File: config.mk
export PLATFORM = sky130hd
export DESIGN_NAME = c3sram_top
export DESIGN_NICKNAME = d
export VERILOG_FILES = /design/src/hw/c3sram_pkg.sv /design/src/hw/sram_ctrl_if.sv /design/src/hw/c3sram_array.sv /design/src/hw/c3sram_top.sv /design/src/hw/cmd_ingress.sv /design/src/hw/rd_egress.sv /design/src/hw/wr_controller.sv
export SDC_FILE = /design/constraint.sdc
export NUM_CORES = 2
export LEC_CHECK = 0
export BUFFER_PORTS_ARGS = -buffer_cell sky130_fd_sc_hd__buf_2
export CORE_MARGIN = 5
export CORE_UTILIZATION = 60
export DETAILED_ROUTE_END_ITERATION = 6
export HOLD_SLACK_MARGIN = 0.05
export PLACE_DENSITY = 0.83
export SYNTH_ARGS = -nofsm -noshare
export SYNTH_HDL_FRONTEND = slang
export SYNTH_SLANG_ARGS = --single-unit
File: constraint.sdc
create_clock -name clk -period 4.4 [get_ports clk]
set_input_delay 0.66 -clock clk [delete_from_list [all_inputs] [get_ports clk]]
set_output_delay 0.66 -clock clk [all_outputs]
set_load 0.02 [all_outputs]
File: src/hw/c3sram_pkg.sv
// ##########################################################
// C3SRAM subsystem package
// Array geometry, queue depths, credit counts, the command
// record and the row-operation waveform tables
// ##########################################################
`default_nettype none

package c3sram_pkg;

    // Array geometry
    localparam int NUM_ROWS = 32;
    localparam int NUM_COLS = 32;
    localparam int ADDR_W   = $clog2(NUM_ROWS);

    // Command FIFO depth and the host's initial command credits
    localparam int CMD_DEPTH = 4;
    localparam int CMD_PTR_W = $clog2(CMD_DEPTH);
    localparam int CMD_CNT_W = $clog2(CMD_DEPTH + 1);

    // Result credits held by the egress after reset
    localparam int RD_CREDITS = 2;
    localparam int RD_CNT_W   = $clog2(RD_CREDITS + 1);

    // Waveform tables indexed by the down-counting phase (3 first, 0 last)
    localparam logic [3:0] WR_W2B_WAVE  = 4'b1111;
    localparam logic [3:0] WR_NPRE_WAVE = 4'b1111;
    localparam logic [3:0] WR_WL_WAVE   = 4'b0110;
    localparam logic [3:0] WR_CSEL_WAVE = 4'b0110;

    localparam logic [3:0] RD_SAEN_WAVE = 4'b0010;
    localparam logic [3:0] RD_NPRE_WAVE = 4'b1110;
    localparam logic [3:0] RD_WL_WAVE   = 4'b0110;
    localparam logic [3:0] RD_CSEL_WAVE = 4'b0010;

    typedef struct packed {
        logic                write;
        logic [ADDR_W-1:0]   addr;
        logic [NUM_COLS-1:0] data;
    } cmd_t;

endpackage

`default_nettype wire

File: src/hw/sram_ctrl_if.sv
// ##########################################################
// SRAM control interface
// Analog control waveforms and write data from the row
// controller to the bitcell array
// ##########################################################
`timescale 1ns/10ps
`default_nettype none

interface sram_ctrl_if;
    import c3sram_pkg::*;

    logic [NUM_COLS-1:0] csel;
    logic                saen;
    logic                w2b;
    logic                nprecharge;
    // One-hot word line select
    logic [NUM_ROWS-1:0] wl;
    logic [NUM_COLS-1:0] wr_data;

    modport controller (
        output csel,
        output saen,
        output w2b,
        output nprecharge,
        output wl,
        output wr_data
    );

    modport array (
        input csel,
        input saen,
        input w2b,
        input nprecharge,
        input wl,
        input wr_data
    );

endinterface

`default_nettype wire

File: src/hw/c3sram_array.sv
// ##########################################################
// Bitcell array model
// Register array that commits write data under wl, w2b and
// precharge, and senses the selected row under saen
// ##########################################################
`timescale 1ns/10ps
`default_nettype none

module c3sram_array (
    input  logic                            clk,
    input  logic                            nrst,
    sram_ctrl_if.array                      ctrl,
    output logic [c3sram_pkg::NUM_COLS-1:0] sense_data_o,
    output logic                            sense_valid_o
);
    import c3sram_pkg::*;

    logic [NUM_COLS-1:0] cells [NUM_ROWS];
    logic [ADDR_W-1:0]   sel_row;
    logic                wl_active;
    logic                wr_en;
    logic                sense_en;

    assign wl_active = |ctrl.wl;
    assign wr_en     = ctrl.w2b && ctrl.nprecharge;
    assign sense_en  = ctrl.saen && wl_active;

    // Index of the active word line
    always_comb begin
        sel_row = '0;
        for (int r = 0; r < NUM_ROWS; r++) begin
            if (ctrl.wl[r]) begin
                sel_row = ADDR_W'(r);
            end
        end
    end

    // Cells reset to zero and take write data on selected columns only
    always_ff @(posedge clk or negedge nrst) begin
        if (!nrst) begin
            for (int r = 0; r < NUM_ROWS; r++) begin
                cells[r] <= '0;
            end
        end else if (wr_en) begin
            for (int r = 0; r < NUM_ROWS; r++) begin
                if (ctrl.wl[r]) begin
                    cells[r] <= (cells[r] & ~ctrl.csel) | (ctrl.wr_data & ctrl.csel);
                end
            end
        end
    end

    // Sense amplifier output lands one cycle after saen
    always_ff @(posedge clk) begin
        if (sense_en) begin
            sense_data_o <= cells[sel_row] & ctrl.csel;
        end
    end

    always_ff @(posedge clk or negedge nrst) begin
        if (!nrst) begin
            sense_valid_o <= 1'b0;
        end else begin
            sense_valid_o <= sense_en;
        end
    end

endmodule

`default_nettype wire

File: src/hw/c3sram_top.sv
// ##########################################################
// C3SRAM subsystem top
// Command FIFO, row controller, bitcell array and result
// egress behind two credit-controlled host ports
// ##########################################################
`timescale 1ns/10ps
`default_nettype none

module c3sram_top (
    input  logic                            clk,
    input  logic                            nrst,
    input  logic                            cmd_valid_i,
    input  logic                            cmd_write_i,
    input  logic [c3sram_pkg::ADDR_W-1:0]   cmd_addr_i,
    input  logic [c3sram_pkg::NUM_COLS-1:0] cmd_data_i,
    output logic                            cmd_credit_o,
    output logic                            rd_valid_o,
    output logic [c3sram_pkg::NUM_COLS-1:0] rd_data_o,
    input  logic                            rd_credit_i
);
    import c3sram_pkg::*;

    cmd_t                cmd_in;
    cmd_t                cmd_head;
    logic                cmd_avail;
    logic                cmd_pop;
    logic                rd_credit_avail;
    logic                rd_take;
    logic [NUM_COLS-1:0] sense_data;
    logic                sense_valid;

    sram_ctrl_if u_ctrl_if ();

    assign cmd_in = '{write: cmd_write_i, addr: cmd_addr_i, data: cmd_data_i};

    cmd_ingress u_cmd_ingress (
        .clk          (clk),
        .nrst         (nrst),
        .cmd_valid_i  (cmd_valid_i),
        .cmd_i        (cmd_in),
        .cmd_pop_i    (cmd_pop),
        .cmd_avail_o  (cmd_avail),
        .cmd_head_o   (cmd_head),
        .cmd_credit_o (cmd_credit_o)
    );

    wr_controller u_wr_controller (
        .clk               (clk),
        .nrst              (nrst),
        .cmd_avail_i       (cmd_avail),
        .cmd_head_i        (cmd_head),
        .cmd_pop_o         (cmd_pop),
        .rd_credit_avail_i (rd_credit_avail),
        .rd_take_o         (rd_take),
        .ctrl              (u_ctrl_if)
    );

    c3sram_array u_c3sram_array (
        .clk           (clk),
        .nrst          (nrst),
        .ctrl          (u_ctrl_if),
        .sense_data_o  (sense_data),
        .sense_valid_o (sense_valid)
    );

    rd_egress u_rd_egress (
        .clk               (clk),
        .nrst              (nrst),
        .sense_data_i      (sense_data),
        .sense_valid_i     (sense_valid),
        .rd_take_i         (rd_take),
        .rd_credit_avail_o (rd_credit_avail),
        .rd_credit_i       (rd_credit_i),
        .rd_valid_o        (rd_valid_o),
        .rd_data_o         (rd_data_o)
    );

endmodule

`default_nettype wire

File: src/hw/cmd_ingress.sv
// ##########################################################
// Command ingress
// Circular command FIFO fed by credited host pushes; every
// entry that leaves returns one credit to the host
// ##########################################################
`timescale 1ns/10ps
`default_nettype none

module cmd_ingress (
    input  logic               clk,
    input  logic               nrst,
    input  logic               cmd_valid_i,
    input  c3sram_pkg::cmd_t   cmd_i,
    input  logic               cmd_pop_i,
    output logic               cmd_avail_o,
    output c3sram_pkg::cmd_t   cmd_head_o,
    output logic               cmd_credit_o
);
    import c3sram_pkg::*;

    cmd_t                 fifo_mem [CMD_DEPTH];
    logic [CMD_PTR_W-1:0] wr_ptr_q;
    logic [CMD_PTR_W-1:0] rd_ptr_q;
    logic [CMD_CNT_W-1:0] count_q;
    logic                 push;
    logic                 pop;

    // Every push is backed by a host credit
    assign push = cmd_valid_i;
    assign pop  = cmd_pop_i && cmd_avail_o;

    assign cmd_avail_o = (count_q != '0);
    assign cmd_head_o  = fifo_mem[rd_ptr_q];

    // Entry storage
    always_ff @(posedge clk) begin
        if (push) begin
            fifo_mem[wr_ptr_q] <= cmd_i;
        end
    end

    // Pointers and occupancy
    always_ff @(posedge clk or negedge nrst) begin
        if (!nrst) begin
            wr_ptr_q <= '0;
            rd_ptr_q <= '0;
            count_q  <= '0;
        end else begin
            if (push) begin
                wr_ptr_q <= wr_ptr_q + 1'b1;
            end
            if (pop) begin
                rd_ptr_q <= rd_ptr_q + 1'b1;
            end
            case ({push, pop})
                2'b10:   count_q <= count_q + 1'b1;
                2'b01:   count_q <= count_q - 1'b1;
                default: count_q <= count_q;
            endcase
        end
    end

    // One credit back per popped entry
    always_ff @(posedge clk or negedge nrst) begin
        if (!nrst) begin
            cmd_credit_o <= 1'b0;
        end else begin
            cmd_credit_o <= pop;
        end
    end

endmodule

`default_nettype wire

File: src/hw/rd_egress.sv
// ##########################################################
// Result egress
// Registers sensed rows into one-cycle result pulses and
// tracks the result credits granted by the host
// ##########################################################
`timescale 1ns/10ps
`default_nettype none

module rd_egress (
    input  logic                            clk,
    input  logic                            nrst,
    input  logic [c3sram_pkg::NUM_COLS-1:0] sense_data_i,
    input  logic                            sense_valid_i,
    input  logic                            rd_take_i,
    output logic                            rd_credit_avail_o,
    input  logic                            rd_credit_i,
    output logic                            rd_valid_o,
    output logic [c3sram_pkg::NUM_COLS-1:0] rd_data_o
);
    import c3sram_pkg::*;

    logic [RD_CNT_W-1:0] credit_cnt_q;

    assign rd_credit_avail_o = (credit_cnt_q != '0);

    // Take and return may land in the same cycle
    always_ff @(posedge clk or negedge nrst) begin
        if (!nrst) begin
            credit_cnt_q <= RD_CNT_W'(RD_CREDITS);
        end else begin
            case ({rd_take_i, rd_credit_i})
                2'b10:   credit_cnt_q <= credit_cnt_q - 1'b1;
                2'b01:   credit_cnt_q <= credit_cnt_q + 1'b1;
                default: credit_cnt_q <= credit_cnt_q;
            endcase
        end
    end

    always_ff @(posedge clk or negedge nrst) begin
        if (!nrst) begin
            rd_valid_o <= 1'b0;
        end else begin
            rd_valid_o <= sense_valid_i;
        end
    end

    // Result payload
    always_ff @(posedge clk) begin
        if (sense_valid_i) begin
            rd_data_o <= sense_data_i;
        end
    end

endmodule

`default_nettype wire

File: src/hw/wr_controller.sv
// ##########################################################
// Row controller
// Accepts queued commands and plays the four-phase write or
// read waveforms (wl, w2b, precharge, saen, csel) onto the
// array; reads reserve a result credit first
// ##########################################################
`timescale 1ns/10ps
`default_nettype none

module wr_controller (
    input  logic                    clk,
    input  logic                    nrst,
    input  logic                    cmd_avail_i,
    input  c3sram_pkg::cmd_t        cmd_head_i,
    output logic                    cmd_pop_o,
    input  logic                    rd_credit_avail_i,
    output logic                    rd_take_o,
    sram_ctrl_if.controller         ctrl
);
    import c3sram_pkg::*;

    typedef enum logic [1:0] {
        S_IDLE    = 2'd0,
        S_WRITING = 2'd1,
        S_READING = 2'd2
    } ctrl_state_t;

    ctrl_state_t         state_q;
    ctrl_state_t         state_d;
    logic [1:0]          pos_ctr;
    logic [ADDR_W-1:0]   addr_q;
    logic [NUM_COLS-1:0] data_q;
    logic                ready;
    logic                done;
    logic                accept_wr;
    logic                accept_rd;
    logic [NUM_ROWS-1:0] wl_d;

    assign ready = (state_q == S_IDLE);
    // Last busy cycle of either operation
    assign done  = (state_q != S_IDLE) && (pos_ctr == 2'd0);

    assign accept_wr = ready && cmd_avail_i && cmd_head_i.write;
    // Reads wait at the head until the egress can take a result
    assign accept_rd = ready && cmd_avail_i && !cmd_head_i.write && rd_credit_avail_i;

    // Head leaves the FIFO in the first busy cycle
    assign cmd_pop_o = (state_q != S_IDLE) && (pos_ctr == 2'd3);
    assign rd_take_o = (state_q == S_READING) && (pos_ctr == 2'd3);

    always_ff @(posedge clk or negedge nrst) begin
        if (!nrst) begin
            state_q <= S_IDLE;
        end else begin
            state_q <= state_d;
        end
    end

    always_comb begin
        state_d = state_q;
        case (state_q)
            S_IDLE: begin
                if (accept_wr) begin
                    state_d = S_WRITING;
                end else if (accept_rd) begin
                    state_d = S_READING;
                end
            end
            S_WRITING, S_READING: begin
                if (done) begin
                    state_d = S_IDLE;
                end
            end
            default: state_d = S_IDLE;
        endcase
    end

    // Latch the accepted command
    always_ff @(posedge clk) begin
        if (accept_wr || accept_rd) begin
            addr_q <= cmd_head_i.addr;
            data_q <= cmd_head_i.data;
        end
    end

    // Phase counter runs 3 down to 0 while busy
    always_ff @(posedge clk or negedge nrst) begin
        if (!nrst) begin
            pos_ctr <= 2'd3;
        end else if (state_q == S_IDLE) begin
            pos_ctr <= 2'd3;
        end else begin
            pos_ctr <= pos_ctr - 2'd1;
        end
    end

    // Waveform generation
    always_comb begin
        wl_d            = '0;
        ctrl.csel       = '0;
        ctrl.saen       = 1'b0;
        ctrl.w2b        = 1'b0;
        ctrl.nprecharge = 1'b0;
        case (state_q)
            S_WRITING: begin
                wl_d[addr_q]    = WR_WL_WAVE[pos_ctr];
                ctrl.csel       = {NUM_COLS{WR_CSEL_WAVE[pos_ctr]}};
                ctrl.w2b        = WR_W2B_WAVE[pos_ctr];
                ctrl.nprecharge = WR_NPRE_WAVE[pos_ctr];
            end
            S_READING: begin
                wl_d[addr_q]    = RD_WL_WAVE[pos_ctr];
                ctrl.csel       = {NUM_COLS{RD_CSEL_WAVE[pos_ctr]}};
                ctrl.saen       = RD_SAEN_WAVE[pos_ctr];
                ctrl.nprecharge = RD_NPRE_WAVE[pos_ctr];
            end
            default: begin
                wl_d = '0;
            end
        endcase
    end

    assign ctrl.wl      = wl_d;
    assign ctrl.wr_data = data_q;

endmodule

`default_nettype wire

# Word-level counts from Yosys, hierarchy flattened
# Memories as Yosys holds them, arrays and structs flattened.
# Cells that the tools add are included.
[classes] n_mux=58 n_addsub=7 n_eq_ne=9 reduce_logical=55 magnitude_cmp=4 bitwise=69
[ops] operator="$and 32x32->32" n=35
[ops] operator="$or 32x32->32" n=32
[ops] operator="$bmux 32 s5" n=1
[ops] operator="$mux 5" n=30
[ops] operator="$mux 32" n=3
[ops] operator="$reduce_and 2->1" n=33
[ops] operator="$pmux 32 s2" n=1
[ops] operator="$not 32->32" n=1
[ops] operator="$reduce_or 32->1" n=1
[ops] operator="$logic_and 1x1->1" n=11
[ops] operator="$mux 1" n=10
[ops] operator="$bmux 1 s2" n=4
[ops] operator="$eq 2x2->1 const B" n=4
[ops] operator="$mux 2" n=4
[ops] operator="$pmux 2 s2" n=2
[ops] operator="$reduce_bool 2->1" n=4
[ops] operator="$add 2x1->2 const B" n=3
[ops] operator="$eq 2x1->1 const B" n=3
[ops] operator="$ge 6x6->1 const B" n=1
[ops] operator="$lt 5x6->1 const B" n=1
[ops] operator="$not 5->6" n=1
[ops] operator="$pmux 3 s2" n=1
[ops] operator="$demux 1 s5" n=1
[ops] operator="$ge 5x1->1 const B" n=1
[ops] operator="other kinds (12)" n=14
[totals] wordCells=248 input_bits=42 n_memories=1 ramBits=152 reg_bits=1141
[mem_list] memory="u_cmd_ingress.fifo_mem" depth=4 word_bits=38 read_ports=1 rd_ports_with_merged_regs=0 wr=1 line="cmd_ingress.sv:21" source="cmd_t fifo_mem [CMD_DEPTH];"

# Depth between registers and ports, before layout
[depth] word_depth=42 depth_mapped=11 depth_no_buf=9

# Cells and area by module
# From an unflattened synthesis, not the netlist that was laid out.
[hier_totals] cells_unflattened=5489 hier_area_um2=61699.2
[by_module_without_submodules] module="c3sram_array" seq_area_each_um2=26610.5 area_each_um2=52768.1 instances=1 cells_per_inst=5059
[by_module_without_submodules] module="cmd_ingress" seq_area_each_um2=4764.6 area_each_um2=5958.2 instances=1 cells_per_inst=236
[by_module_without_submodules] module="wr_controller" seq_area_each_um2=1213.7 area_each_um2=1883.1 instances=1 cells_per_inst=152
[by_module_without_submodules] module="rd_egress" seq_area_each_um2=1037.2 area_each_um2=1089.8 instances=1 cells_per_inst=42

# Worst setup path before layout
# No wires, ideal clock.
[synth_timing] path_kind="reg-to-reg" start="register u_wr_controller.pos_ctr[0]" end="register u_c3sram_array.sense_data_o[0] (netlist bit), enable pin" setup_slack_ns=1.348 required_time_ns=4.007 setup_time_ns=0.393 stages_incl_launch_ff=8 arrival_ns=2.659 path_cell_list="dfstp_2 inv_1 ha_1 and2_1 buf_4 clkbuf_1 clkbuf_1 and3_1"
[synth_between] elab_chain_len=6 word_cells_on_any_way=9
[synth_rtl] element="start, declared" line="wr_controller.sv:30" source="logic [1:0] pos_ctr;"
[synth_rtl] element="start signal, assigned" line="wr_controller.sv:93" source="pos_ctr <= pos_ctr - 2'd1;"
[synth_rtl] element="$bmux 1 s2" line="wr_controller.sv:106, wr_controller.sv:112"
[synth_rtl] element="$mux 1 (not written as such)" line="wr_controller.sv:106, wr_controller.sv:112"
[synth_rtl] element="$and 32x32->32 (no line)"
[synth_rtl] element="$mux 32"
[synth_rtl] element="$reduce_or 32->1" line="c3sram_array.sv:24" source="assign wl_active = |ctrl.wl;"
[synth_rtl] element="$logic_and 1x1->1 (*)" line="c3sram_array.sv:26" source="assign sense_en = ctrl.saen && wl_active;"
[synth_rtl] element="via u_c3sram_array.sense_en" line="c3sram_array.sv:22" source="logic sense_en;"
[synth_rtl] element="end signal, assigned" line="c3sram_array.sv:56" source="sense_data_o <= cells[sel_row] & ctrl.csel;"
[synth_rtl] element="end, declared" line="c3sram_array.sv:13" source="output logic [c3sram_pkg::NUM_COLS-1:0] sense_data_o,"
# Mark *: on every way through the listed nets, which the timed path passes. The rest lies on a longest branch. The select of a mux whose other input is x is not followed.
# A chain may end at the register's enable or synchronous reset.

# Final worst setup path
[layout_timing] start="register u_wr_controller.pos_ctr[0]" end="register u_c3sram_array.sense_data_o[26] (netlist bit) (data pin)"
[layout_between] elab_chain_len=40 word_cells_on_any_way=43
[layout_rtl] element="$bmux 1 s2" line="wr_controller.sv:106, wr_controller.sv:107, wr_controller.sv:112"
[layout_rtl] element="$mux 1 (not written as such)" line="wr_controller.sv:106, wr_controller.sv:107, wr_controller.sv:112"
[layout_rtl] element="$and 32x32->32 (no line)"
[layout_rtl] element="$mux 32"
[layout_rtl] element="$mux 1" line="c3sram_array.sv:32" source="if (ctrl.wl[r]) begin"
[layout_rtl] element="$mux 5 (30 in series)" line="c3sram_array.sv:32"
[layout_rtl] element="$not 5->6 (not written as such)" line="c3sram_array.sv:56"
[layout_rtl] element="$bmux 32 s5" line="c3sram_array.sv:56"
[layout_rtl] element="$mux 32 (not written as such) (2 in series)" line="c3sram_array.sv:56"
[layout_rtl] element="$and 32x32->32 (*)" line="c3sram_array.sv:56"
# Mark *: on every way between the ends. The rest lies on a longest branch, timed or not. The select of a mux whose other input is x is not followed.

==> results.py <==
metrics = {
    "pwr": {
        "seqPwrFrac_pct": 42.3,
        "p_leak_nw": 29.4,
        "switching_share_pct": 35.0,
        "p_int_w": 0.0226,
        "power_switching_w": 0.0122,
        "comb_power_share_pct": 25.8,
        "pwr-share-clk_pct": 32.0,
        "irDropWorstVdd_mv": 0.490,
        "powerDensity_nw_per_um2": 546,
    },
    "floorplan": {
        "core_um2": 96400,
        "boundaryPins": 76,
        "fp-row-count": 114,
        "dieArea_um2": 103000,
        "die_y_um": 321,
        "die_x_um": 321,
        "initial_core_util_pct": 60.3,
    },
    "logic_synthesis": {
        "yosysSeqAreaShare_pct": 57.9,
        "syn_area_per_cell_um2": 13.6,
        "synth-simple-area-share_pct": 5.40,
        "synth-compound-area-share_pct": 7.29,
        "synth_seq_cells": 1293,
        "synthAdderAreaFrac_pct": 0.314,
        "synthMuxAreaShare_pct": 24.7,
        "syn_area_um2": 58100,
        "async_reset_ff_share_pct": 80.4,
        "synth_warnings": 0,
        "ys_types": 55,
        "synth-xor-area-share_pct": 0.136,
        "synth_top_family_by_area": "multiplexers",
        "synth_edf_count": 253,
        "synth_fp_nets": 4328,
        "synth_ff_type": "dfrtp_1",
        "synthCells": 4272,
    },
    "global_route": {
        "grt_start_max_net_pins": 162,
        "grt_pass1_vias": 38000,
        "globalRouteTotalUtil_pct": 28.5,
        "antenna_found_initial": 3,
        "grt_first_pass_wirelength_mm": 228,
        "grt_overflow_total": 0,
    },
    "clock_network": {
        "cts.path.max_buffers": 3,
        "cts_resized": 0,
        "cts_sinks": 1293,
        "cts_tree": "yes",
        "path_clk_slew_ns": 0.06,
        "clk_latency_ns": 0.74,
        "root_buffer": "clkbuf_16",
        "cts_inserted_buffers": 131,
        "htreeDepth": 4,
    },
    "run": {
        "drv_cap": 0,
    },
    "timing": {
        "fin_setup_tns_ns": 0,
        "hold_violations": 0,
        "rsz0062_at_grt": "false",
        "finalCritPeriodShare_pct": 83.4,
        "fin_crit_ns": 3.67,
        "finalClockSkew_ns": 0.0299,
        "tightest_slew_ns": 1.32,
        "setup_violations": 0,
        "slew-limit-headroom_pct": 11.8,
        "fin_ws_ns": 0.729,
        "maxSlewViolCount": 0,
        "fmax_mhz": 272,
    },
    "final_layout": {
        "post-route-util_pct": 66.1,
        "drive_above_1_share_pct": 31.2,
        "diodes": 0,
        "nNetsFinal": 4236,
        "syn_to_final_growth_pct": 9.62,
        "nFillCells": 6676,
    },
    "worst_setup_path": {
        "start_kind": "register",
        "crit_required_ns": 4.99,
        "crit_type": "register to register",
        "cp_max_fo": 36,
        "cp.arrival_ns": 4.26,
        "critPathCaptureType": "register",
    },
    "drt": {
        "vias": 36700,
        "dr.pass1.iters": 7,
        "ant_nets": 0,
        "wl_per_cell_um": 26.4,
        "drtIter0Drc": 3444,
        "wirelength_mm": 147,
        "viasPerCell": 6.61,
        "drc_errors": 0,
    },
    "placement": {
        "dp_slack_ns": 0.844,
        "numPortBuffers": 75,
        "gp_congestion": 0.815,
        "place_hpwl_mm": 82.7,
    },
    "worst_hold_path": {
        "hold_class": "input pin to register",
    },
    "status": {
        "status": "completed",
    },
}
-- power groups by stage --
stage | sequential, W | clock [W] | combinational, W
4_1_cts | 0.0146 | 0.0112 | 0.00884
3_5_place_dp | 0.0148 | 0 | 0.00878
3_3_place_gp | 0.0147 | 0 | 0.00861
5_1_grt | 0.0148 | 0.0118 | 0.00954
2_1_floorplan | 0.0136 | 0 | 0.00681
6_report | 0.0147 | 0.0111 | 0.00896
-- synthesized netlist by cell type (69+ instances only) --
cell | instances | area (um^2)
clkbuf_1 | 253 | 950
o22ai_1 | 161 | 1010
inv_1 | 109 | 409
dfrtp_1 | 1037 | 25900
edfxtp_1 | 253 | 7600
mux2i_1 | 160 | 1600
nand2b_1 | 69 | 432
a31oi_1 | 96 | 601
nand2_1 | 202 | 758
mux2_1 | 209 | 2350
mux2_2 | 847 | 9540
nor2_1 | 100 | 375
-- critical path, stage by stage (launching register included) --
cell and delay, ns:
dfstp_2 0.56, inv_1 0.05, ha_1 0.52, and3_2 0.25, buf_4 0.51, buf_4 0.51, nand2_1 0.09, and3_1 0.19
a2111oi_0 0.54, a22o_1 0.25
-- layout make-up --
type | instances | area (um^2) | share of cell area, %
inverter | 109 | 409 | 0.642
clock buffer | 189 | 3880 | 6.08
sequential | 1293 | 33600 | 52.8
multi-input combinational | 2458 | 22200 | 34.8
tap | 1276 | 1600 | 2.51
clock inverter | 47 | 452 | 0.709
timing repair buffer | 187 | 1590 | 2.50
-- final timing paths --
kind	start	end	slack (ns)	cells past startpoint
max	u_wr_controller.pos_ctr[0]	u_c3sram_array.sense_data_o[26]	0.73	9
min	cmd_data_i[21]	u_cmd_ingress.fifo_mem[2][21]	0.13	1
max reg2reg	u_wr_controller.pos_ctr[0]	u_c3sram_array.sense_data_o[26]	0.73	9
min reg2reg	u_c3sram_array.sense_data_o[2]	u_rd_egress.rd_data_o[2]	0.42	0
max in group asynchronous	nrst	asynchronous set/reset pin	2.61	3
min in group asynchronous	nrst	asynchronous set/reset pin	0.60	2
-- what timing repair did --
item / 4_1_cts / 5_1_grt
hold buffers: 1 / 0
setup buffers: 0 / 0
endpoints found under the hold margin: 28 / 0
-- through the flow --
stage	hold slack [ns]	total power, W	area (um^2)	cells
after floorplan	0.364	0.0204	58100	4272
after global placement	0.410	0.0234	59400	5322
after detailed placement	0.405	0.0236	59400	5322
after CTS	0.0813	0.0347	63700	5559
after global routing	0.112	0.0361	63700	5559
final	0.131	0.0348	63700	5559
-- cell usage in the layout, fill, tap and decap left out, types with 29 or more instances in the layout --
cell type	count
nor2_1	100
nand3_1	63
a2111oi_0	31
buf_4	82
clkbuf_1	29
a21oi_1	32
nand2_1	201
o21ai_0	34
mux2_2	847
a31oi_1	96
mux2_1	209
buf_2	74
inv_1	108
nand4_1	32
nand3b_1	34
mux4_2	38
o22ai_1	161
a221oi_1	31
a22oi_1	33
edfxtp_1	253
and3_1	31
mux2i_1	160
a32o_1	32
clkbuf_16	139
nand2b_1	69
o221ai_1	64
dfrtp_1	1034
a22o_1	64
buf_12	29
-- per-layer routing --
| metal | up-vias | part of all wire (%) | global-route usage (%) |
|---|---|---|---|
| met3 | 347 | 8.5 | 6.34 |
| li1 | 15500 | - | - |
| met5 | - | 0 | 0 |
| met4 | 0 | 3.5 | 10.5 |
| met2 | 1659 | 47 | 45.0 |
| met1 | 19200 | 40 | 39.3 |
-- cell families (layout without fill, tap and decap cells) --
logic type / after synthesis / in the layout
adders and majority gates: 14 / 14
AOI/OAI and AO/OA: 587 / 587
muxes: 1254 / 1254
DFF: 1293 / 1293
xor gates and xnor gates: 9 / 9
buffers and inverters: 521 / 532
and+or+nand+nor: 594 / 594
No activity file was read; power rests on OpenSTA's default activity.
